===== config.mk =====
export PLATFORM = sky130hd
export DESIGN_NAME = gpio_regs
export DESIGN_NICKNAME = d
export VERILOG_FILES = /design/src/source/gpio_regs.sv
export VERILOG_INCLUDE_DIRS = /design/src /design/src/include
export SDC_FILE = /design/constraint.sdc
export NUM_CORES = 1
export LEC_CHECK = 0
export ABC_AREA = 1
export BUFFER_PORTS_ARGS = -buffer_cell sky130_fd_sc_hd__buf_2
export CORE_ASPECT_RATIO = 1.1
export CORE_UTILIZATION = 30
export CTS_CLUSTER_SIZE = 8
export DETAILED_ROUTE_END_ITERATION = 8
export HOLD_SLACK_MARGIN = 0.06
export PLACE_DENSITY = 0.6
export REMOVE_ABC_BUFFERS = 1
export SYNTH_ARGS = -nofsm -noshare
export SYNTH_HDL_FRONTEND = slang
export SYNTH_SLANG_ARGS = --single-unit

===== constraint.sdc =====
create_clock -name clk -period 5.15 [get_ports clk]
set_clock_uncertainty 0.15 [all_clocks]
set_input_delay 1.545 -clock clk [delete_from_list [all_inputs] [get_ports clk]]
set_output_delay 1.545 -clock clk [all_outputs]
set_load 0.05 [all_outputs]

===== src/include/dbus_config.svh =====
`ifndef DBUS_CONFIG_SVH
`define DBUS_CONFIG_SVH

// Data and address width
`define XLEN 32

// Byte lanes per word
`define MASK_W 4

// Data memory size in words (4 KiB)
`define DMEM_DEPTH 1024
`define DMEM_INDEX_W $clog2(`DMEM_DEPTH)

// Region numbers, upper half of the address
`define DMEM_REGION 0
`define GPIO_REGION 1

// GPIO register byte offsets
`define GPIO_OUT_OFFSET 0
`define GPIO_IN_OFFSET  4

`endif


===== src/source/gpio_regs.sv =====
`timescale 1ns/10ps
`include "dbus_config.svh"

module gpio_regs (
  input  logic               clk,
  input  logic               rst_n,

  // Target bus from the decoder
  input  logic               gpio_sel,
  input  logic               gpio_wr,
  input  logic [`XLEN/2-1:0] gpio_offset,
  input  logic [`MASK_W-1:0] tgt_mask,
  input  logic [`XLEN-1:0]   tgt_wdata,
  output logic [`XLEN-1:0]   gpio_rdata,

  // Pins
  input  logic [`XLEN-1:0]   gpio_in,
  output logic [`XLEN-1:0]   gpio_out
);

  logic [`XLEN-1:0] out_q;
  logic [`XLEN-1:0] in_meta_q;
  logic [`XLEN-1:0] in_sync_q;
  logic             out_hit;

  // Input register has no write path
  assign out_hit = gpio_sel & gpio_wr & (gpio_offset == `GPIO_OUT_OFFSET);

  always_ff @(posedge clk) begin
    if (rst_n) begin
      out_q <= '0;
    end else if (out_hit) begin
      for (int b = 0; b < `MASK_W; b++) begin
        if (tgt_mask[b]) begin
          out_q[b*8 +: 8] <= tgt_wdata[b*8 +: 8];
        end
      end
    end
  end

  // Two flop synchroniser on the pins
  always_ff @(posedge clk) begin
    in_meta_q <= gpio_in;
    in_sync_q <= in_meta_q;
  end

  always_ff @(posedge clk) begin
    if (gpio_sel && !gpio_wr) begin
      case (gpio_offset)
        `GPIO_OUT_OFFSET: gpio_rdata <= out_q;
        `GPIO_IN_OFFSET:  gpio_rdata <= in_sync_q;
        default:          gpio_rdata <= '0;
      endcase
    end
  end

  assign gpio_out = out_q;

endmodule : gpio_regs


==> reports/metrics.cfg <==
[job]
cap_violations=0

[yosys]
synth_cells=426
yosys.area.top_type=dfxtp_1
syn_avg_cell_area_um2=9.96
synth_area_leaders=dfxtp_1, edfxtp_1, nand2_1
synth_cell_types=17
synth_top_area_share_pct=45.3
yosys_register_bits=128
synthesis.area_um2=4240
synth_seq_area_share_pct=68.0
ys.warnings.count=0

[timing]
worstMarginPinSlew_ns=1.14
final-hold-violation-count=0
clock.fmax_ghz=0.320
finalSetupViolations=0
period_needed_ns=3.12
timing.setup.tns_ns=0
drv_slew=0
fin_crit_sh_pct=60.6
rsz0062_at_grt=no
relSlewSlack_pct=23.6

[routing]
drc=0
avgRoutedWirePerCell_um=12.1
ant_nets=0
drt_first_pass_iters=4
vias=3144
wl_um=9440
drt-initial-drc-count=132
vias_per_cell=4.02

[cts]
clkLatencyLatePin_ns=0.40
cts_max_level=4
post_cts_resized=0
cts_num_sinks=128
ctsHoldBuffers=0
cts_buffers=17
post_cts_buffers=0
clockBufferDepth=2
cts_tree=done
clk_pin_slew_ns=0.06
root_buffer=clkbuf_16

[critical_path]
cp.required_ns=5.27
worstReg2RegEnd=gpio_out[25]
arrival_ns=3.24
r2r_cells=4
cp_max_fo=19
ff2ff_setup_slack_ns=4.27
worstSetupPathType=in -> reg
end_kind=flop
timing.rr.start=gpio_out[25]
startpoint_type=primary input

[run_status]
status=finished clean

[power_and_ir_drop]
p_per_area_nw_per_um2=411
leakagePower_nw=2.93
irDropWorstVdd_mv=0.201
power.total_mw=2.36

[floorplanning]
coreArea_um2=13800
std_cell_rows=45
dieHeight_um=127
dieWidth_um=115
start_util_pct=30.7
pin_count=152
fp.dieArea_um2=14600

[global_routing]
track_usage_pct=13.8
grt_max_degree=37
grt_first_pass_wirelength_um=14800
antenna_found_initial=0
grt-ovfl-total=0
grt_pass1_vias=2997

[hold_path]
hp-class=reg -> reg
min_path_cells=0
hold_end=in_sync_q[27]
worstHoldStart=in_meta_q[27]

[placed_design]
dpl.hpwl_um=6390
io_buffers=151
gp_congestion=0.710

[final_layout]
nNetsFinal=669
area_growth_pct=35.1
layout-drive-gt1-share_pct=32.7
nFillCells=1364
num_antenna_cells=0

power by group:
| group | leakage [nW] | switching (mW) | internal [mW] | total (mW) |
|---|---|---|---|---|
| clock network | 0.296 | 0.394 | 0.810 | 1.20 |
| logic | 1.52 | 0.0536 | 0.0296 | 0.0832 |
| registers | 1.12 | 0.00805 | 1.06 | 1.07 |
| total | 2.93 | 0.455 | 1.90 | 2.36 |
synthesized netlist by cell type:
library cell	n
nand2_1	129
dfxtp_1	96
nor2_1	71
inv_1	35
edfxtp_1	32
nand3_1	32
buf_6	7
nand2_2	4
nand4_4	4
buf_2	3
buf_4	3
clkbuf_1	3
nor2_2	3
nand3b_1	1
nor2_4	1
nor2_8	1
nor4_4	1
logic make-up after synthesis:
logic type    Yosys count  share of synthesized area, %
simple gates          247                          25.9
flops                 128                          68.0
buf+inv                51                          6.11
flip-flops by register name, summed over array words and instances (netlist names):
name / cells
gpio_rdata: 32
in_meta_q: 32
gpio_out: 32
in_sync_q: 32
layout make-up:
cell class	count	area (um^2)	share of cell area, %
well taps	188	235	4.10
multi-input cells	247	1110	19.5
clock inverters	6	104	1.81
flip-flops and latches	128	2880	50.3
clock buffers	26	499	8.71
inverters	35	131	2.29
repair buffers	152	763	13.3
per-layer routing:
layer,global-route usage [%],vias up,part of all wire (%),routed length [um]
met4,5.96,0,1.3,119
li1,-,1633,-,-
met2,22.5,114,48,4560
met5,0,-,0,0
met1,15.9,1387,43,4050
met3,5.54,10,7.6,715
how the worst max path moves through the flow:
stage	startpoint	endpoint	slack [ns]	cells after the start
detailed placement	gpio_offset[13]	gpio_rdata[27]	1.58	7
CTS	gpio_offset[13]	gpio_rdata[26]	1.97	7
global route	gpio_offset[13]	gpio_rdata[26]	1.85	7
global placement	gpio_offset[15]	gpio_rdata[8]	1.63	7
floorplan	gpio_sel	gpio_rdata[0]	1.64	2
finish	gpio_offset[13]	gpio_rdata[26]	2.03	7
placed cells by master (no fill, tap or decap):
| master | n |
|---|---|
| nor2_1 | 69 |
| nor2_4 | 3 |
| nor4_4 | 1 |
| clkinv_2 | 2 |
| clkbuf_1 | 5 |
| dfxtp_1 | 96 |
| nand3b_1 | 1 |
| edfxtp_1 | 32 |
| nor2_2 | 3 |
| inv_1 | 35 |
| nand4_4 | 4 |
| clkbuf_16 | 17 |
| buf_2 | 151 |
| bufinv_16 | 3 |
| nand2_2 | 4 |
| nand3_1 | 32 |
| clkbuf_8 | 4 |
| buf_4 | 1 |
| nand2_1 | 129 |
| clkinv_1 | 1 |
| nor2_8 | 1 |
worst max-delay path, cell delays in order:
cell and delay, ns:
buf_2 0.10, nor2_1 0.12, nand2_2 0.12, nor4_4 0.75, buf_4 0.39, nand2_1 0.11, nand2_1 0.09
metrics by stage:
stage / hold slack, ns / cells / cell area (um^2) / setup slack (ns) / utilization, %
final: 0.166 / 782 / 5730 / 2.03 / 41.5
after global routing: 0.176 / 782 / 5730 / 1.85 / 41.5
after CTS: 0.166 / 782 / 5730 / 1.97 / 41.5
after detailed placement: 0.162 / 750 / 5130 / 1.58 / 37.2
after global placement: 0.161 / 750 / 5130 / 1.63 / 37.2
after floorplan: 0.160 / 410 / 4110 / 1.64 / -
Power figures use the tool's default switching activity.
