<file path="src/include/dbus_config.svh">
`ifndef DBUS_CONFIG_SVH
`define DBUS_CONFIG_SVH

// Data and address width
`define XLEN 32

// Byte lanes per word
`define MASK_W 4

// Data memory size in words (4 KiB)
`define DMEM_DEPTH 1024
`define DMEM_INDEX_W $clog2(`DMEM_DEPTH)

// Region numbers, upper half of the address
`define DMEM_REGION 0
`define GPIO_REGION 1

// GPIO register byte offsets
`define GPIO_OUT_OFFSET 0
`define GPIO_IN_OFFSET  4

`endif

</file>
<file path="src/source/dbus_pkg.sv">
`include "dbus_config.svh"

package dbus_pkg;

  // Access width as requested by the core
  typedef enum logic [1:0] {
    size_byte = 2'b00,
    size_half = 2'b01,
    size_word = 2'b10
  } access_size_e;

  // Target picked by the address decoder
  typedef enum logic [1:0] {
    tgt_none = 2'b00,
    tgt_dmem = 2'b01,
    tgt_gpio = 2'b10
  } target_sel_e;

  // Byte address, seen whole or as region and offset
  typedef union packed {
    logic [`XLEN-1:0] full;
    struct packed {
      logic [`XLEN/2-1:0] region;
      logic [`XLEN/2-1:0] offset;
    } split;
  } dbus_addr_u;

endpackage : dbus_pkg

</file>
<file path="src/source/lsu_align.sv">
`timescale 1ns/10ps
`include "dbus_config.svh"

module lsu_align import dbus_pkg::*; (
  input  logic               clk,
  input  logic               rst_n,

  // Core side
  input  logic               req,
  input  logic               wr,
  input  access_size_e       size,
  input  logic               is_unsigned,
  input  logic [`XLEN-1:0]   addr,
  input  logic [`XLEN-1:0]   data_wr,
  output logic               ack,
  output logic               err,
  output logic [`XLEN-1:0]   data_rd,

  // Inner bus toward the decoder
  output logic               bus_req,
  output logic               bus_wr,
  output logic [`XLEN-1:0]   bus_addr,
  output logic [`MASK_W-1:0] bus_mask,
  output logic [`XLEN-1:0]   bus_wdata,
  input  logic               bus_ack,
  input  logic               bus_err,
  input  logic [`XLEN-1:0]   bus_rdata
);

  dbus_addr_u         addr_u;
  logic               misaligned;
  logic [`MASK_W-1:0] lane_mask;

  // Return path record, one entry
  access_size_e       size_q;
  logic               unsigned_q;
  logic [1:0]         lane_q;
  logic               misal_q;
  logic [`XLEN-1:0]   shifted;

  assign addr_u = addr;

  always_comb begin
    case (size)
      size_half: misaligned = addr_u.full[0];
      size_word: misaligned = |addr_u.full[1:0];
      default:   misaligned = 1'b0;
    endcase
  end

  // Lanes touched by the access
  always_comb begin
    case (size)
      size_byte: lane_mask = 4'b0001 << addr_u.full[1:0];
      size_half: lane_mask = 4'b0011 << {addr_u.full[1], 1'b0};
      default:   lane_mask = 4'b1111;
    endcase
  end

  // Store data copied onto every lane, the mask picks the right ones
  always_comb begin
    case (size)
      size_byte: bus_wdata = {4{data_wr[7:0]}};
      size_half: bus_wdata = {2{data_wr[15:0]}};
      default:   bus_wdata = data_wr;
    endcase
  end

  assign bus_req  = req & ~misaligned;   // Misaligned never reaches the bus
  assign bus_wr   = wr;
  assign bus_addr = addr_u.full;
  assign bus_mask = lane_mask;

  always_ff @(posedge clk) begin
    if (rst_n) begin
      misal_q <= 1'b0;
    end else begin
      misal_q <= req & misaligned;
    end
  end

  always_ff @(posedge clk) begin
    if (req) begin
      size_q     <= size;
      unsigned_q <= is_unsigned;
      lane_q     <= addr_u.full[1:0];
    end
  end

  // Bring the addressed lanes down to bit 0
  assign shifted = bus_rdata >> {lane_q, 3'b000};

  // Decoder returns zero except on a good read
  always_comb begin
    case (size_q)
      size_byte: data_rd = unsigned_q ? {{(`XLEN-8){1'b0}}, shifted[7:0]}
                                      : {{(`XLEN-8){shifted[7]}}, shifted[7:0]};
      size_half: data_rd = unsigned_q ? {{(`XLEN-16){1'b0}}, shifted[15:0]}
                                      : {{(`XLEN-16){shifted[15]}}, shifted[15:0]};
      default:   data_rd = bus_rdata;
    endcase
  end

  assign ack = bus_ack | misal_q;   // Only one of the two can be set
  assign err = bus_err | misal_q;

endmodule : lsu_align

</file>
<file path="config.mk">
export PLATFORM = sky130hd
export DESIGN_NAME = lsu_align
export DESIGN_NICKNAME = d
export VERILOG_FILES = /design/src/source/dbus_pkg.sv /design/src/source/lsu_align.sv
export VERILOG_INCLUDE_DIRS = /design/src /design/src/include
export SDC_FILE = /design/constraint.sdc
export NUM_CORES = 1
export LEC_CHECK = 0
export BUFFER_PORTS_ARGS = -buffer_cell sky130_fd_sc_hd__clkbuf_2
export CORE_AREA = 2 2 81 83
export DETAILED_ROUTE_END_ITERATION = 8
export DIE_AREA = 0 0 83 85
export PLACE_DENSITY = 0.81
export SLEW_MARGIN = 20
export SYNTH_ARGS = -nofsm -noshare
export SYNTH_HDL_FRONTEND = slang
export SYNTH_SLANG_ARGS = --single-unit
</file>
<file path="constraint.sdc">
create_clock -name clk -period 2.4 [get_ports clk]
set_clock_uncertainty 0.05 [all_clocks]
set_input_delay 0.12 -clock clk [delete_from_list [all_inputs] [get_ports clk]]
set_output_delay 0.12 -clock clk [all_outputs]
set_load 0.1 [all_outputs]
</file>
==> qor.yml <==
routedWlPerCell_um: 15.7
rsz0062_at_grt: "no"
grt_pass1_vias: 2135
clkSinkCount: 6
hold_buffers: 0
coreArea_mm2: 0.00620
syn_nets: 352
clk_path_buf_depth: 2
ant_nets: 0
min_period_over_period: 0.951
drc: 0
avgSynthCellArea_um2: 6.86
clock.fmax_mhz: 438
cellPowerDensity_mw_per_mm2: 640
fin_hold_ws_ns: 0.0401
hold-path-cell-count: 1
startpoint_type: "flop"
irDropWorstVdd_uv: 331
final_nets: 456
crit_fanout: 13
wirelength_um: 6650
port_buffers: 146
synthMuxAreaShare: 0.0621
cpPeakStageDelay_ns: 0.60
place_inst: 420
critPathTopFamily: "multiplexers"
clk_pin_slew_ns: 0.03
yosys-top-cells-count: "61 x nand2_1, 41 x buf_4, 16 x o21ai_0"
synth_compound_area_frac: 0.349
postSynthCellCount: 244
drive_gt1_frac: 0.579
track_usage: 0.173
holdCritStartpoint: "is_unsigned"
pin_count: 209
slew_viol_final: 0
multi_input_area_mm2: 0.00128
critical_path.most_common_cell: "buf_12"
die_area_mm2: 0.00706
synth_cell_types: 35
fin_area_mm2: 0.00331
postCtsResizedCells: 0
synthTopCellsByArea: "buf_4 18%, nand2_1 14%, edfxtp_1 9.0%"
die_y_um: 85
cap_viol_max_count: 0
crit_arrival_ns: 2.11
synth_enable_flop_cells: 5
stdcell_count: 424
synth-xor-area-share: 0
row_count: 29
gp_congestion: 0.849
cts_setup_buffers: 0
die_w_um: 83
tightest_slew_ns: 0.543
ys_seq_area_frac: 0.102
grt_max_degree: 20
vias: 2208
post-dp-hpwl_um: 5680
crit_type: "reg -> out"
finalHoldViolations: 0
ys_seq_elements: 6
viasPerCell: 5.21
placed_area_mm2: 0.00326
cts_made_buffers: 3
yosysWarnings: 0
crit_cells: 5
initial_core_util: 0.270
yosysMostFrequentCell: "nand2_1"
cts_max_level: 1
regArea_um2: 170
root_buffer: "clkbuf_8"
ys_async_sr_fraction: 0
p_leak_nw: 1.63
fillerInstances: 515
period_needed_ns: 2.28
slowest_stage: "mux4_2"
hp-class: "in -> reg"
endpoint_kind: "output port"
synth-simple-area-share: 0.213
yosys_most_used_dff: "edfxtp_1"
grt_pass1_wl_um: 10300
grt_overflow: 0
finalSetupViolCount: 0
syn2layout_area_growth_pct: 97.6
crit_required_ns: 2.23
synth_top_family_by_area: "compound AO/OA/AOI/OAI gates"
antenna_found_initial: 0
synth_top_cell_by_area: "buf_4"
finish.utilization: 0.533
relSlewSlack: 0.637
holdPathEnd: "unsigned_q"
status: "finished, final reports clean"
drt_pass1_iterations: 4
diodes: 0
drt-initial-drc-count: 102
path_cells: "mux4_2 -> a221oi_4 -> buf_12 -> o21ai_2 -> buf_12"
synth_area_mm2: 0.00167
synth_top_area_share: 0.184
cts_tree: "yes"
synthAdderAreaFrac: 0.0224
path_buf_inv: 2
## power breakdown
group / internal [W] / switching [W] / total [W]
clock network: 0.000114 / 0.0000416 / 0.000156
logic: 0.000592 / 0.00124 / 0.00183
registers: 0.000122 / 0.00000798 / 0.000130
## final cells by class
| cell class | count | share of cell area |
|---|---|---|
| timing repair buffer | 159 | 0.509 |
| multi-input combinational | 171 | 0.388 |
| sequential | 6 | 0.0515 |
| tap | 77 | 0.0291 |
| clock buffer | 4 | 0.0136 |
| inverter | 7 | 0.00795 |
## cell usage in the layout, fill, tap and decap left out, types with 2 or more instances in the layout
| master | synthesis | layout |
|---|---|---|
| clkinv_1 | 2 | 2 |
| nor2_1 | 2 | 2 |
| nor2b_1 | 4 | 4 |
| o22ai_2 | 0 | 4 |
| buf_4 | 41 | 13 |
| edfxtp_1 | 5 | 5 |
| clkbuf_2 | 0 | 89 |
| a22oi_1 | 8 | 8 |
| ha_1 | 3 | 3 |
| o21ai_0 | 16 | 5 |
| o21ai_2 | 0 | 21 |
| o31ai_4 | 0 | 6 |
| o2bb2ai_1 | 6 | 6 |
| buf_12 | 0 | 57 |
| clkbuf_8 | 0 | 3 |
| a22o_1 | 14 | 14 |
| mux2i_1 | 7 | 7 |
| o211a_1 | 7 | 7 |
| nand2_1 | 61 | 61 |
| nand3b_1 | 7 | 7 |
| inv_1 | 5 | 5 |
| or2_2 | 2 | 2 |
## worst max-delay path by stage
stage / from / endpoint
finish: lane_q[1] / data_rd[23]
global route: lane_q[1] / data_rd[22]
CTS: lane_q[1] / data_rd[23]
detailed placement: lane_q[1] / data_rd[23]
global placement: lane_q[1] / data_rd[23]
floorplan: size[1] / bus_wdata[16]
## flip-flops by register name, summed over array words and instances (netlist names)
| register | flops |
|---|---|
| lane_q | 2 |
| misal_q | 1 |
| unsigned_q | 1 |
| size_q | 2 |
## per-layer routing
metal  GRT usage  part of all wire  vias up
li1            -                 -     1045
met1       0.193              0.39     1031
met2       0.321              0.52      122
met3      0.0477             0.078       10
met4      0.0492             0.018        0
met5           0                 0        -
## cells by family after synthesis
kind of cell | Yosys count
compound gates | 79
fa+ha+maj | 3
buf+inv | 67
flops | 6
mux | 9
simple gates | 80
## through the flow
step                power [W]  setup slack, ns  setup TNS [ns]
floorplan             0.00158           -0.626           -2.82
global placement      0.00194            0.432               0
detailed placement    0.00197            0.344               0
CTS                   0.00213            0.101               0
global route          0.00218           0.0218               0
finish                0.00212            0.118               0
No activity file was read; power rests on OpenSTA's default activity.
