<file path="config.mk">
export PLATFORM = sky130hd
export DESIGN_NAME = dbus_decoder
export DESIGN_NICKNAME = d
export VERILOG_FILES = /design/src/source/dbus_pkg.sv /design/src/source/dbus_decoder.sv
export VERILOG_INCLUDE_DIRS = /design/src /design/src/include
export SDC_FILE = /design/constraint.sdc
export NUM_CORES = 1
export LEC_CHECK = 0
export BUFFER_PORTS_ARGS = -buffer_cell sky130_fd_sc_hd__buf_2
export CAP_MARGIN = 20
export CORE_AREA = 5 5 88 90
export CTS_CLUSTER_SIZE = 14
export DETAILED_ROUTE_END_ITERATION = 8
export DIE_AREA = 0 0 93 95
export RECOVER_POWER = 100
export SLEW_MARGIN = 20
export SYNTH_ARGS = -nofsm -noshare
export SYNTH_HDL_FRONTEND = slang
export SYNTH_SLANG_ARGS = --single-unit
</file>
<file path="constraint.sdc">
create_clock -name clk -period 4.1 [get_ports clk]
set_input_delay 1.23 -clock clk [delete_from_list [all_inputs] [get_ports clk]]
set_output_delay 1.23 -clock clk [all_outputs]
set_load 0.005 [all_outputs]
</file>
<file path="src/include/dbus_config.svh">
`ifndef DBUS_CONFIG_SVH
`define DBUS_CONFIG_SVH

// Data and address width
`define XLEN 32

// Byte lanes per word
`define MASK_W 4

// Data memory size in words (4 KiB)
`define DMEM_DEPTH 1024
`define DMEM_INDEX_W $clog2(`DMEM_DEPTH)

// Region numbers, upper half of the address
`define DMEM_REGION 0
`define GPIO_REGION 1

// GPIO register byte offsets
`define GPIO_OUT_OFFSET 0
`define GPIO_IN_OFFSET  4

`endif

</file>
<file path="src/source/dbus_pkg.sv">
`include "dbus_config.svh"

package dbus_pkg;

  // Access width as requested by the core
  typedef enum logic [1:0] {
    size_byte = 2'b00,
    size_half = 2'b01,
    size_word = 2'b10
  } access_size_e;

  // Target picked by the address decoder
  typedef enum logic [1:0] {
    tgt_none = 2'b00,
    tgt_dmem = 2'b01,
    tgt_gpio = 2'b10
  } target_sel_e;

  // Byte address, seen whole or as region and offset
  typedef union packed {
    logic [`XLEN-1:0] full;
    struct packed {
      logic [`XLEN/2-1:0] region;
      logic [`XLEN/2-1:0] offset;
    } split;
  } dbus_addr_u;

endpackage : dbus_pkg

</file>
<file path="src/source/dbus_decoder.sv">
`timescale 1ns/10ps
`include "dbus_config.svh"

module dbus_decoder import dbus_pkg::*; (
  input  logic                     clk,
  input  logic                     rst_n,

  // Inner bus from the alignment unit
  input  logic                     bus_req,
  input  logic                     bus_wr,
  input  logic [`XLEN-1:0]         bus_addr,
  input  logic [`MASK_W-1:0]       bus_mask,
  input  logic [`XLEN-1:0]         bus_wdata,
  output logic                     bus_ack,
  output logic                     bus_err,
  output logic [`XLEN-1:0]         bus_rdata,

  // Data memory
  output logic                     dmem_sel,
  output logic                     dmem_wr,
  output logic [`DMEM_INDEX_W-1:0] dmem_index,
  input  logic [`XLEN-1:0]         dmem_rdata,

  // GPIO block
  output logic                     gpio_sel,
  output logic                     gpio_wr,
  output logic [`XLEN/2-1:0]       gpio_offset,
  input  logic [`XLEN-1:0]         gpio_rdata,

  // Shared by both targets
  output logic [`MASK_W-1:0]       tgt_mask,
  output logic [`XLEN-1:0]         tgt_wdata
);

  dbus_addr_u  addr_u;
  target_sel_e tgt;
  target_sel_e rd_sel_q;
  logic        ack_q;
  logic        unmapped_q;

  assign addr_u = bus_addr;

  always_comb begin
    tgt = tgt_none;
    if (addr_u.split.region == `DMEM_REGION && addr_u.split.offset < `DMEM_DEPTH * 4) begin
      tgt = tgt_dmem;
    end else if (addr_u.split.region == `GPIO_REGION &&
                 (addr_u.split.offset == `GPIO_OUT_OFFSET ||
                  addr_u.split.offset == `GPIO_IN_OFFSET)) begin
      tgt = tgt_gpio;
    end
  end

  assign dmem_sel    = bus_req & (tgt == tgt_dmem);
  assign dmem_wr     = bus_wr;
  assign dmem_index  = addr_u.split.offset[`DMEM_INDEX_W+1:2];   // Word index
  assign gpio_sel    = bus_req & (tgt == tgt_gpio);
  assign gpio_wr     = bus_wr;
  assign gpio_offset = addr_u.split.offset;
  assign tgt_mask    = bus_mask;
  assign tgt_wdata   = bus_wdata;

  always_ff @(posedge clk) begin
    if (rst_n) begin
      ack_q      <= 1'b0;
      unmapped_q <= 1'b0;
      rd_sel_q   <= tgt_none;
    end else begin
      ack_q      <= bus_req;
      unmapped_q <= bus_req & (tgt == tgt_none);
      rd_sel_q   <= (bus_req && !bus_wr) ? tgt : tgt_none;   // Writes return no data
    end
  end

  assign bus_ack = ack_q;
  assign bus_err = unmapped_q;

  always_comb begin
    case (rd_sel_q)
      tgt_dmem: bus_rdata = dmem_rdata;
      tgt_gpio: bus_rdata = gpio_rdata;
      default:  bus_rdata = '0;
    endcase
  end

endmodule : dbus_decoder

</file>
==> impl_summary.log, run 1 <==
[metrics] outcome: completed
[metrics] share of the core filled with cells in the final layout: 22.2%
[metrics] Pre-Repair DR Iteration Count: 4
[metrics] cell area after layout: 0.00155 mm2
[metrics] number of flops mapped to enable cells by yosys: 0
[metrics] worst max-slew margin expressed relative to the limit: 52.3%
[metrics] largest stage delay on the critical path: 340 ps
[metrics] post-layout total power: 192 uW
[metrics] final period utilization: about nine tenths
[metrics] crit-path most repeated cell: nor4_1
[metrics] slowest cell on the critical path: nor4_1
[metrics] combinational share of power: 37.2%
[metrics] clock tree from TritonCTS: built
[metrics] violation count after the first detailed-route iteration: 42
[metrics] most used standard cell by instance count after synthesis: buf_4
[metrics] count of distinct cell types in the synthesized netlist: 18
[metrics] CTS Buf Count: 3
[metrics] area enclosed by the die boundary: ~0.009 mm2
[metrics] number of register bits inferred by synthesis: 4
[metrics] Setup CP Type: in -> out
[metrics] category of the worst setup path launch point: input pin
[metrics] final std cells w/o fill: 340
[metrics] fraction of post-synthesis cell area in the top cell type by area: 41.0%
[metrics] number of instances in the synthesized netlist: 165
[metrics] CP Cell Sequence: buf_2, nor4_1, nand4_1, nor4_1, clkbuf_1
[metrics] setup repair after global routing missed its margin: no
[metrics] Post-CTS Hold Buffers: 0
[metrics] GRT overflow: 0
[metrics] Vias per Instance: 4.22
[metrics] Post-Place Cell Area: 0.00158 mm2
[metrics] global-route wire length before repair: around 6.4 mm
[metrics] layout overhead on the synthesized area: 32.1%
[metrics] CTS-repair resized insts: 0
[metrics] most frequently used flop master after synthesis: dfxtp_1
[metrics] buffers from clock root to sink, at most: 2
[metrics] WP data required: 2870 ps
[metrics] number of failing setup endpoints in the final timing report: 0
[metrics] Die Wd: ~93 um
[metrics] post-synthesis net count: 303
[metrics] measured slew at the worst slew-check pin: 715 ps
[metrics] number of nets with antenna violations after detailed routing: 0
[metrics] count of yosys warnings during synthesis: 0
[metrics] setup bufs post-CTS: 0
[metrics] Sink Count: 4
[metrics] htree depth: 1
[metrics] number of hold violations in the final report: 0
[metrics] net count reported at finish: 398
[metrics] fraction of final layout cells sized beyond drive strength 1: 47.3%
[metrics] Syn Std Cell Area: ~0.0012 mm2
[metrics] multi-input combinational cell area: 551 um2
[metrics] layout filler cell count: 818
[metrics] Crit Path Max Fanout: 5
[metrics] Arrival @ worst endpoint: 2420 ps
[metrics] via count of the first global-routing pass: approximately 1.4k
[metrics] root buffer cell: clkbuf_8
[metrics] Fin Setup TNS: 0 ps
[metrics] pin count of the biggest net entering global routing: 19
[metrics] fraction of power consumed by sequential logic: roughly a fifth
[metrics] count of inserted antenna diode cells: 0
[metrics] antenna violations before repair: 0
[metrics] worst min path class: in -> reg
[metrics] post-CTS clock slew at the launch and capture registers of the worst setup and hold paths: approximately 30 ps
[metrics] top cell types by occurrence after synthesis: buf_4 (64), a22oi_1 (32), nor2_1 (32), clkbuf_1 (9), nor4_1 (5)
[metrics] Routability Congestion: 0.717
[metrics] average wire length per cell after detail routing: 13.2 um
[metrics] number of DRC violations after detailed routing: 0
[metrics] Placed Cells: about 340
[metrics] Starting Density: 16.8%
[metrics] Switch Pwr: about 47 uW
[metrics] Critical Path End Type: output port
[metrics] total wire length: 4.49 mm
[metrics] count of buffer and inverter cells on the critical path: 2
[metrics] cell types with the largest area share after synthesis: buf_4 (41%), a22oi_1 (20%), nor2_1 (10%)
[metrics] Worst VDD drop: approximately 0.13 mV
[metrics] Async S/R FF share, synth: 0%
[metrics] count of pins on the block boundary: 236
[metrics] row count: 31
[metrics] Internal Dissipation: 145 uW
[metrics] leakage power: between 0.6 and 0.7 nW
[metrics] count of max-cap constraint violations: 0
[metrics] via count of the routed design: 1434
[metrics] port buffer count: 160
[metrics] Post-DP HPWL: 3.85 mm
[metrics] Clock Power Share: 41.7%
[metrics] core area: 0.00698 mm2
[metrics] synthesized area per cell: 7.11 um2
[metrics] crit-path leading delay family: simple AND/OR/NAND/NOR gates
[metrics] library cell occupying the most area in the post-synthesis netlist: buf_4
[metrics] share of total power consumed by net switching: roughly a quarter
[metrics] shortest period the worst path allows: around 3700 ps
[metrics] maximum frequency from static timing analysis: 0.274 GHz
[metrics] die height: 95 um
[metrics] post-synthesis sequential area ratio: between 6 and 7%
[metrics] Register Area: 80.1 um2
[metrics] power density cells: 124 mW/mm2
[metrics] Slew Viols, Final: 0
[metrics] Overall Global Routing Usage: 8.79%
## layer usage
metal / part of all wire [%] / up-vias / global-route usage, %
met5: 0 / - / 0
met3: 12 / 0 / 4.06
met1: 36 / 629 / 9.54
li1: - / 702 / -
met4: 0 / 0 / 1.10
met2: 52 / 103 / 16.1
## worst paths after layout
kind	start	depth (start not counted)	end
worst max-delay path	bus_addr[29]	5	gpio_sel
worst min-delay path	rst_n	2	bus_ack
## stage by stage
step	setup slack [ps]	hold WS (ps)
5_1_grt	336	1210
3_3_place_gp	520	1420
2_1_floorplan	880	1310
6_report	448	1210
4_1_cts	542	1200
3_5_place_dp	549	1430
## logic make-up after synthesis
group | share of synthesized area, %
fa+ha+maj | 2.13
simple gates | 24.1
compound gates | 21.8
buf+inv | 45.1
flops | 6.83
## power groups by stage
| stage | Sequential (mW) | Combinational, mW | Clock (mW) |
|---|---|---|---|
| after global routing | 0.0406 | 0.0790 | 0.0899 |
| after floorplan | 0.0412 | 0.0566 | 0 |
| after detailed placement | 0.0410 | 0.0753 | 0 |
| after global placement | 0.0410 | 0.0741 | 0 |
| after CTS | 0.0405 | 0.0756 | 0.0828 |
| final | 0.0405 | 0.0714 | 0.0800 |
## cell usage in the layout, fill, tap and decap left out
cell	count
a22oi_1	32
a31oi_1	1
buf_2	101
buf_4	2
clkbuf_1	49
clkbuf_2	11
clkbuf_8	3
dfxtp_1	4
ha_1	2
inv_1	4
nand2b_1	1
nand3_1	1
nand4_1	1
nor2_1	32
nor2b_1	1
nor4_1	6
nor4_2	2
nor4_4	2
nor4b_2	1
o31a_1	1
or3_1	1
## flip-flops by register name, indices dropped and copies added (netlist names)
signal and flops:
bus_ack 1, bus_err 1, rd_sel_q 2
## cell type report
class	count	area share [%]
inverter	4	0.969
multi-input combinational	84	35.5
sequential	4	5.17
clock buffer	3	2.67
tap	82	6.62
timing repair buffer	163	49.0
No activity file was read; power rests on OpenSTA's default activity.
==> run 2, diff against run 1 <==
Settings changed: ABC_AREA set to 1.
==> impl_summary.log, run 2 <==
[metrics] average wire length per cell after detail routing: 12.5 um
[metrics] port buffer count: 160
[metrics] WP data required: 2870 ps
[metrics] fraction of post-synthesis cell area in the top cell type by area: ~33%
[metrics] Routability Congestion: 0.730
[metrics] count of distinct cell types in the synthesized netlist: 14
[metrics] global-route wire length before repair: 7.10 mm
[metrics] outcome: completed
[metrics] via count of the routed design: 1623
[metrics] htree depth: 1
[metrics] post-layout total power: 192 uW
[metrics] row count: 31
[metrics] Overall Global Routing Usage: 10.1%
[metrics] count of inserted antenna diode cells: 0
[metrics] Async S/R FF share, synth: 0%
[metrics] GRT overflow: 0
[metrics] setup slack after placement: 850 ps
[metrics] CTS-repair resized insts: 0
[metrics] CTS Buf Count: 3
[metrics] count of pins on the block boundary: 236
[metrics] via count of the first global-routing pass: 1544
[metrics] flip-flop count of the largest register, all copies and words added: 2
[metrics] Post-DP HPWL: about 4.2 mm
[metrics] antenna violations before repair: 0
[metrics] root buffer cell: clkbuf_8
[metrics] worst max-slew margin expressed relative to the limit: a little under half
[metrics] Starting Density: approximately a fifth
[metrics] Most flops, register: rd_sel_q
[metrics] most used standard cell by instance count after synthesis: buf_4
[metrics] layout overhead on the synthesized area: 19.7%
[metrics] most frequently used flop master after synthesis: dfxtp_1
[metrics] number of nets with antenna violations after detailed routing: 0
[metrics] commonest cells after routing, fill and taps aside: buf_2 (131), nand2_1 (59), nor2_1 (28), clkbuf_1 (27), nand2_2 (19)
[metrics] pin count of the biggest net entering global routing: 33
[metrics] largest stage delay on the critical path: 160 ps
[metrics] total wire length: around 5.0 mm
[metrics] Syn Std Cell Area: 0.00145 mm2
[metrics] count of max-cap constraint violations: 0
[metrics] Die Wd: 93 um
[metrics] maximum frequency from static timing analysis: just over 0.3 GHz
[metrics] Setup CP Type: in -> out
[metrics] number of failing setup endpoints in the final timing report: 0
[metrics] number of flops mapped to enable cells by yosys: 0
[metrics] multi-input combinational cell area: 714 um2
[metrics] number of hold violations in the final report: 0
[metrics] Fin Setup TNS: 0 ps
[metrics] top cell types by occurrence after synthesis: buf_4 (64), nand2_1 (46), nand2_2 (32), a21oi_2 (30), nor2_1 (25)
[metrics] CP Cell Sequence: buf_2, nor2_1, nand2_1, nor2_1, nand2_2, inv_2, nand2_2, nor2_1, buf_2
[metrics] measured slew at the worst slew-check pin: between 700 and 800 ps
[metrics] Critical Path End Type: output port
[metrics] number of register bits inferred by synthesis: 4
[metrics] number of DRC violations after detailed routing: 0
[metrics] Slew Viols, Final: 0
[metrics] setup bufs post-CTS: 0
[metrics] Post-CTS Hold Buffers: 0
[metrics] Sink Count: 4
[metrics] post-synthesis net count: between 300 and 400
[metrics] library cell occupying the most area in the post-synthesis netlist: buf_4
[metrics] layout filler cell count: 831
[metrics] core area: 0.00698 mm2
[metrics] fraction of final layout cells sized beyond drive strength 1: about 56%
[metrics] shortest period the worst path allows: 3260 ps
[metrics] Arrival @ worst endpoint: just over 2000 ps
[metrics] clock tree from TritonCTS: built
[metrics] count of yosys warnings during synthesis: 0
[metrics] Setup WS post-layout: 844 ps
[metrics] Vias per Instance: 4.06
[metrics] violation count after the first detailed-route iteration: 35
[metrics] Crit Path Max Fanout: 3
[metrics] Post-Route Hold Slack: 1210 ps
[metrics] slowest cell on the critical path: nor2_1
[metrics] net count reported at finish: about 460
[metrics] post-CTS clock slew at the launch and capture registers of the worst setup and hold paths: 30 ps
[metrics] leakage power: 0.800 nW
[metrics] power density cells: 110 mW/mm2
[metrics] die height: 95 um
[metrics] number of instances in the synthesized netlist: 228
[metrics] worst min path class: in -> reg
[metrics] Pre-Repair DR Iteration Count: 4
[metrics] category of the worst setup path launch point: input pin
[metrics] most common library cell in the layout ignoring fill and taps: buf_2
[metrics] setup repair after global routing missed its margin: no
[metrics] Worst VDD drop: 0.0824 mV
[metrics] Register Area: between 80 and 90 um2
[metrics] area enclosed by the die boundary: 0.00884 mm2
[metrics] final period utilization: 79.4%
[metrics] share of the core filled with cells in the final layout: 24.9%
[metrics] synthesized area per cell: 6.37 um2
[metrics] post-synthesis sequential area ratio: 5.51%
[metrics] buffers from clock root to sink, at most: 2
[metrics] cell types with the largest area share after synthesis: buf_4 (33%), a21oi_2 (18%), nand2_2 (14%)
[metrics] crit-path most repeated cell: nor2_1
==> run 2: changes by cell type after synthesis, sizes merged, moves of 9 or more <==
cell | before | now
nor4 | 10 | 0
a21oi | 0 | 32
clkbuf | 9 | 0
buf | 64 | 73
nand2 | 0 | 78
a22oi | 32 | 0
==> run 2: final timing paths <==
kind	cells after the start	slack, ps	end	startpoint
hold / removal	2	1210	bus_ack	rst_n
setup / recovery	9	840	gpio_sel	bus_addr[7]
==> run 2: logic make-up after synthesis <==
logic type	count (synthesis)	share of synthesized area (%)
DFF	4	5.51
buffers and inverters	82	39.8
and+or+nand+nor	108	34.2
AOI/OAI and AO/OA	32	18.8
adders and majority gates	2	1.72
==> run 2: layout make-up <==
class                           count  area share [%]
Clock buffer                        3            2.37
Inverter                            9            1.94
Sequential cell                     4            4.60
Tap cell                           82            5.90
Multi-Input combinational cell    142            41.1
Timing Repair Buffer              160            44.1
==> run 2: layer usage <==
layer	GRT usage [%]	part of all wire, %	vias up
li1	-	-	821
met1	11.6	39	662
met2	17.0	45	138
met3	4.54	16	2
met4	2.56	0.50	0
met5	0	0	-
==> run 2: critical path, delay by kind of cell <==
family,cells,cell delay [ps]
and+or+nand+nor,6,520
buffers and inverters,3,270
==> run 2: stage by stage <==
step	instance area (um2)	std cells
finish	1740	400
global route	1740	400
CTS	1860	400
detailed placement	1820	397
global placement	1820	397
floorplan	1450	228
==> run 2: power by group <==
part           switching (mW)  internal, mW  total, mW
registers            0.000346        0.0403     0.0406
logic                  0.0297        0.0419     0.0715
clock network          0.0176        0.0623     0.0799
==> run 3, diff against run 2 <==
Settings changed: PLACE_DENSITY set to 0.66.
Clock period 4.1 ns to 2.7 ns, I/O delays scaled along.
==> impl_summary.log, run 3 (synthesis gave the netlist of run 2 again) <==
[metrics] core area: 0.00698 mm2
[metrics] cell area after layout: 0.00178 mm2
[metrics] commonest cells after routing, fill and taps aside: buf_2 (124), nand2_1 (46), clkbuf_1 (35), nand2_2 (32), nor2_1 (26)
[metrics] Starting Density: 20.8%
[metrics] GRT overflow: 0
[metrics] Most flops, register: rd_sel_q
[metrics] area enclosed by the die boundary: 0.00884 mm2
[metrics] die height: 95 um
[metrics] net count reported at finish: between 400 and 500
[metrics] number of failing setup endpoints in the final timing report: 0
[metrics] Vias per Instance: 4.16
[metrics] Placed Cells: 399
[metrics] maximum frequency from static timing analysis: 0.407 GHz
[metrics] Post-DP HPWL: between 4 and 5 mm
[metrics] power density cells: between 150 and 200 mW/mm2
[metrics] largest stage delay on the critical path: 120 ps
[metrics] Slew Viols, Final: 0
[metrics] count of max-cap constraint violations: 0
[metrics] total wire length: 4.73 mm
[metrics] Routability Congestion: 0.753
[metrics] average wire length per cell after detail routing: between 10 and 15 um
[metrics] count of pins on the block boundary: 236
[metrics] port buffer count: 160
[metrics] root buffer cell: clkbuf_8
[metrics] buffers from clock root to sink, at most: 2
[metrics] measured slew at the worst slew-check pin: between 600 and 700 ps
[metrics] most common library cell in the layout ignoring fill and taps: buf_2
[metrics] final std cells w/o fill: roughly 400
[metrics] clock tree from TritonCTS: built
[metrics] Fin Setup TNS: 0 ps
[metrics] WP data required: 1890 ps
[metrics] Critical Path End Type: output port
[metrics] violation count after the first detailed-route iteration: 27
[metrics] layout overhead on the synthesized area: 22.5%
[metrics] number of DRC violations after detailed routing: 0
[metrics] worst min path class: in -> reg
[metrics] setup repair after global routing missed its margin: no
[metrics] CP Cell Sequence: buf_2, nor2_1, nand2_1, nor2_1, nand2_1, clkinv_1, nand2_2, nor2_1, clkbuf_1
[metrics] layout filler cell count: 830
[metrics] pin count of the biggest net entering global routing: 33
[metrics] count of inserted antenna diode cells: 0
[metrics] final period utilization: 91.0%
[metrics] setup bufs post-CTS: 0
[metrics] crit-path leading delay family: simple AND/OR/NAND/NOR gates
[metrics] via count of the first global-routing pass: 1542
[metrics] leakage power: 0.796 nW
[metrics] flip-flop count of the largest register, all copies and words added: 2
[metrics] via count of the routed design: 1671
[metrics] post-layout total power: 296 uW
[metrics] post-CTS clock slew at the launch and capture registers of the worst setup and hold paths: 30 ps
[metrics] outcome: completed
[metrics] Overall Global Routing Usage: 9.46%
[metrics] fraction of final layout cells sized beyond drive strength 1: 55.9%
[metrics] crit-path most repeated cell: nor2_1
[metrics] slowest cell on the critical path: nor2_1
[metrics] htree depth: 1
[metrics] count of buffer and inverter cells on the critical path: 3
[metrics] Post-CTS Hold Buffers: 0
[metrics] Sink Count: 4
[metrics] global-route wire length before repair: 6.82 mm
[metrics] number of nets with antenna violations after detailed routing: 0
[metrics] row count: 31
[metrics] Worst VDD drop: 0.210 mV
[metrics] Pre-Repair DR Iteration Count: 4
[metrics] Post-Place Cell Area: 0.00186 mm2
[metrics] CTS-repair resized insts: 0
[metrics] shortest period the worst path allows: roughly 2500 ps
[metrics] category of the worst setup path launch point: input pin
[metrics] Setup CP Type: in -> out
[metrics] Crit Path Max Fanout: 2
[metrics] Die Wd: 93 um
[metrics] worst max-slew margin expressed relative to the limit: 58.6%
[metrics] number of hold violations in the final report: 0
[metrics] antenna violations before repair: 0
[metrics] Arrival @ worst endpoint: 1650 ps
[metrics] share of the core filled with cells in the final layout: 25.5%
[metrics] CTS Buf Count: 3
-- run 3: cell types whose count changed in the layout (fill, tap and decap cells not counted), sizes merged --
| cell | change |
|---|---|
| clkbuf | +6 |
| buf | -4 |
-- run 3: final timing paths --
check | from | end | slack (ps) | depth (start not counted)
worst max-delay path | bus_addr[12] | gpio_sel | 240 | 9
worst min-delay path | rst_n | bus_ack | 780 | 2
-- run 3: per-stage QoR --
stage                     hold WS, ps  setup WS (ps)
after floorplan                   889            581
after global placement            995            211
after detailed placement          997            209
after CTS                         767            199
after global routing              793            132
final                             783            243
-- run 3: area by class of cell --
type | instances | area [um2] | area share (%)
multi-input cells | 142 | 726 | 40.8
inverters | 9 | 33.8 | 1.90
clock buffers | 3 | 41.3 | 2.32
well taps | 82 | 103 | 5.77
repair buffers | 162 | 796 | 44.7
flip-flops and latches | 4 | 80.1 | 4.50
-- run 3: layer usage --
| metal | global-route usage [%] | part of all wire, % | vias to the layer above |
|---|---|---|---|
| met5 | 0 | 0 | - |
| met4 | 2.32 | 0.76 | 0 |
| met3 | 5.02 | 17 | 7 |
| met2 | 16.2 | 47 | 142 |
| met1 | 10.3 | 35 | 700 |
| li1 | - | - | 822 |
-- run 3: where the power goes --
group / switching [mW] / internal (mW)
Sequential: 0.000331 / 0.0611
Clock: 0.0305 / 0.0950
Combinational: 0.0465 / 0.0629
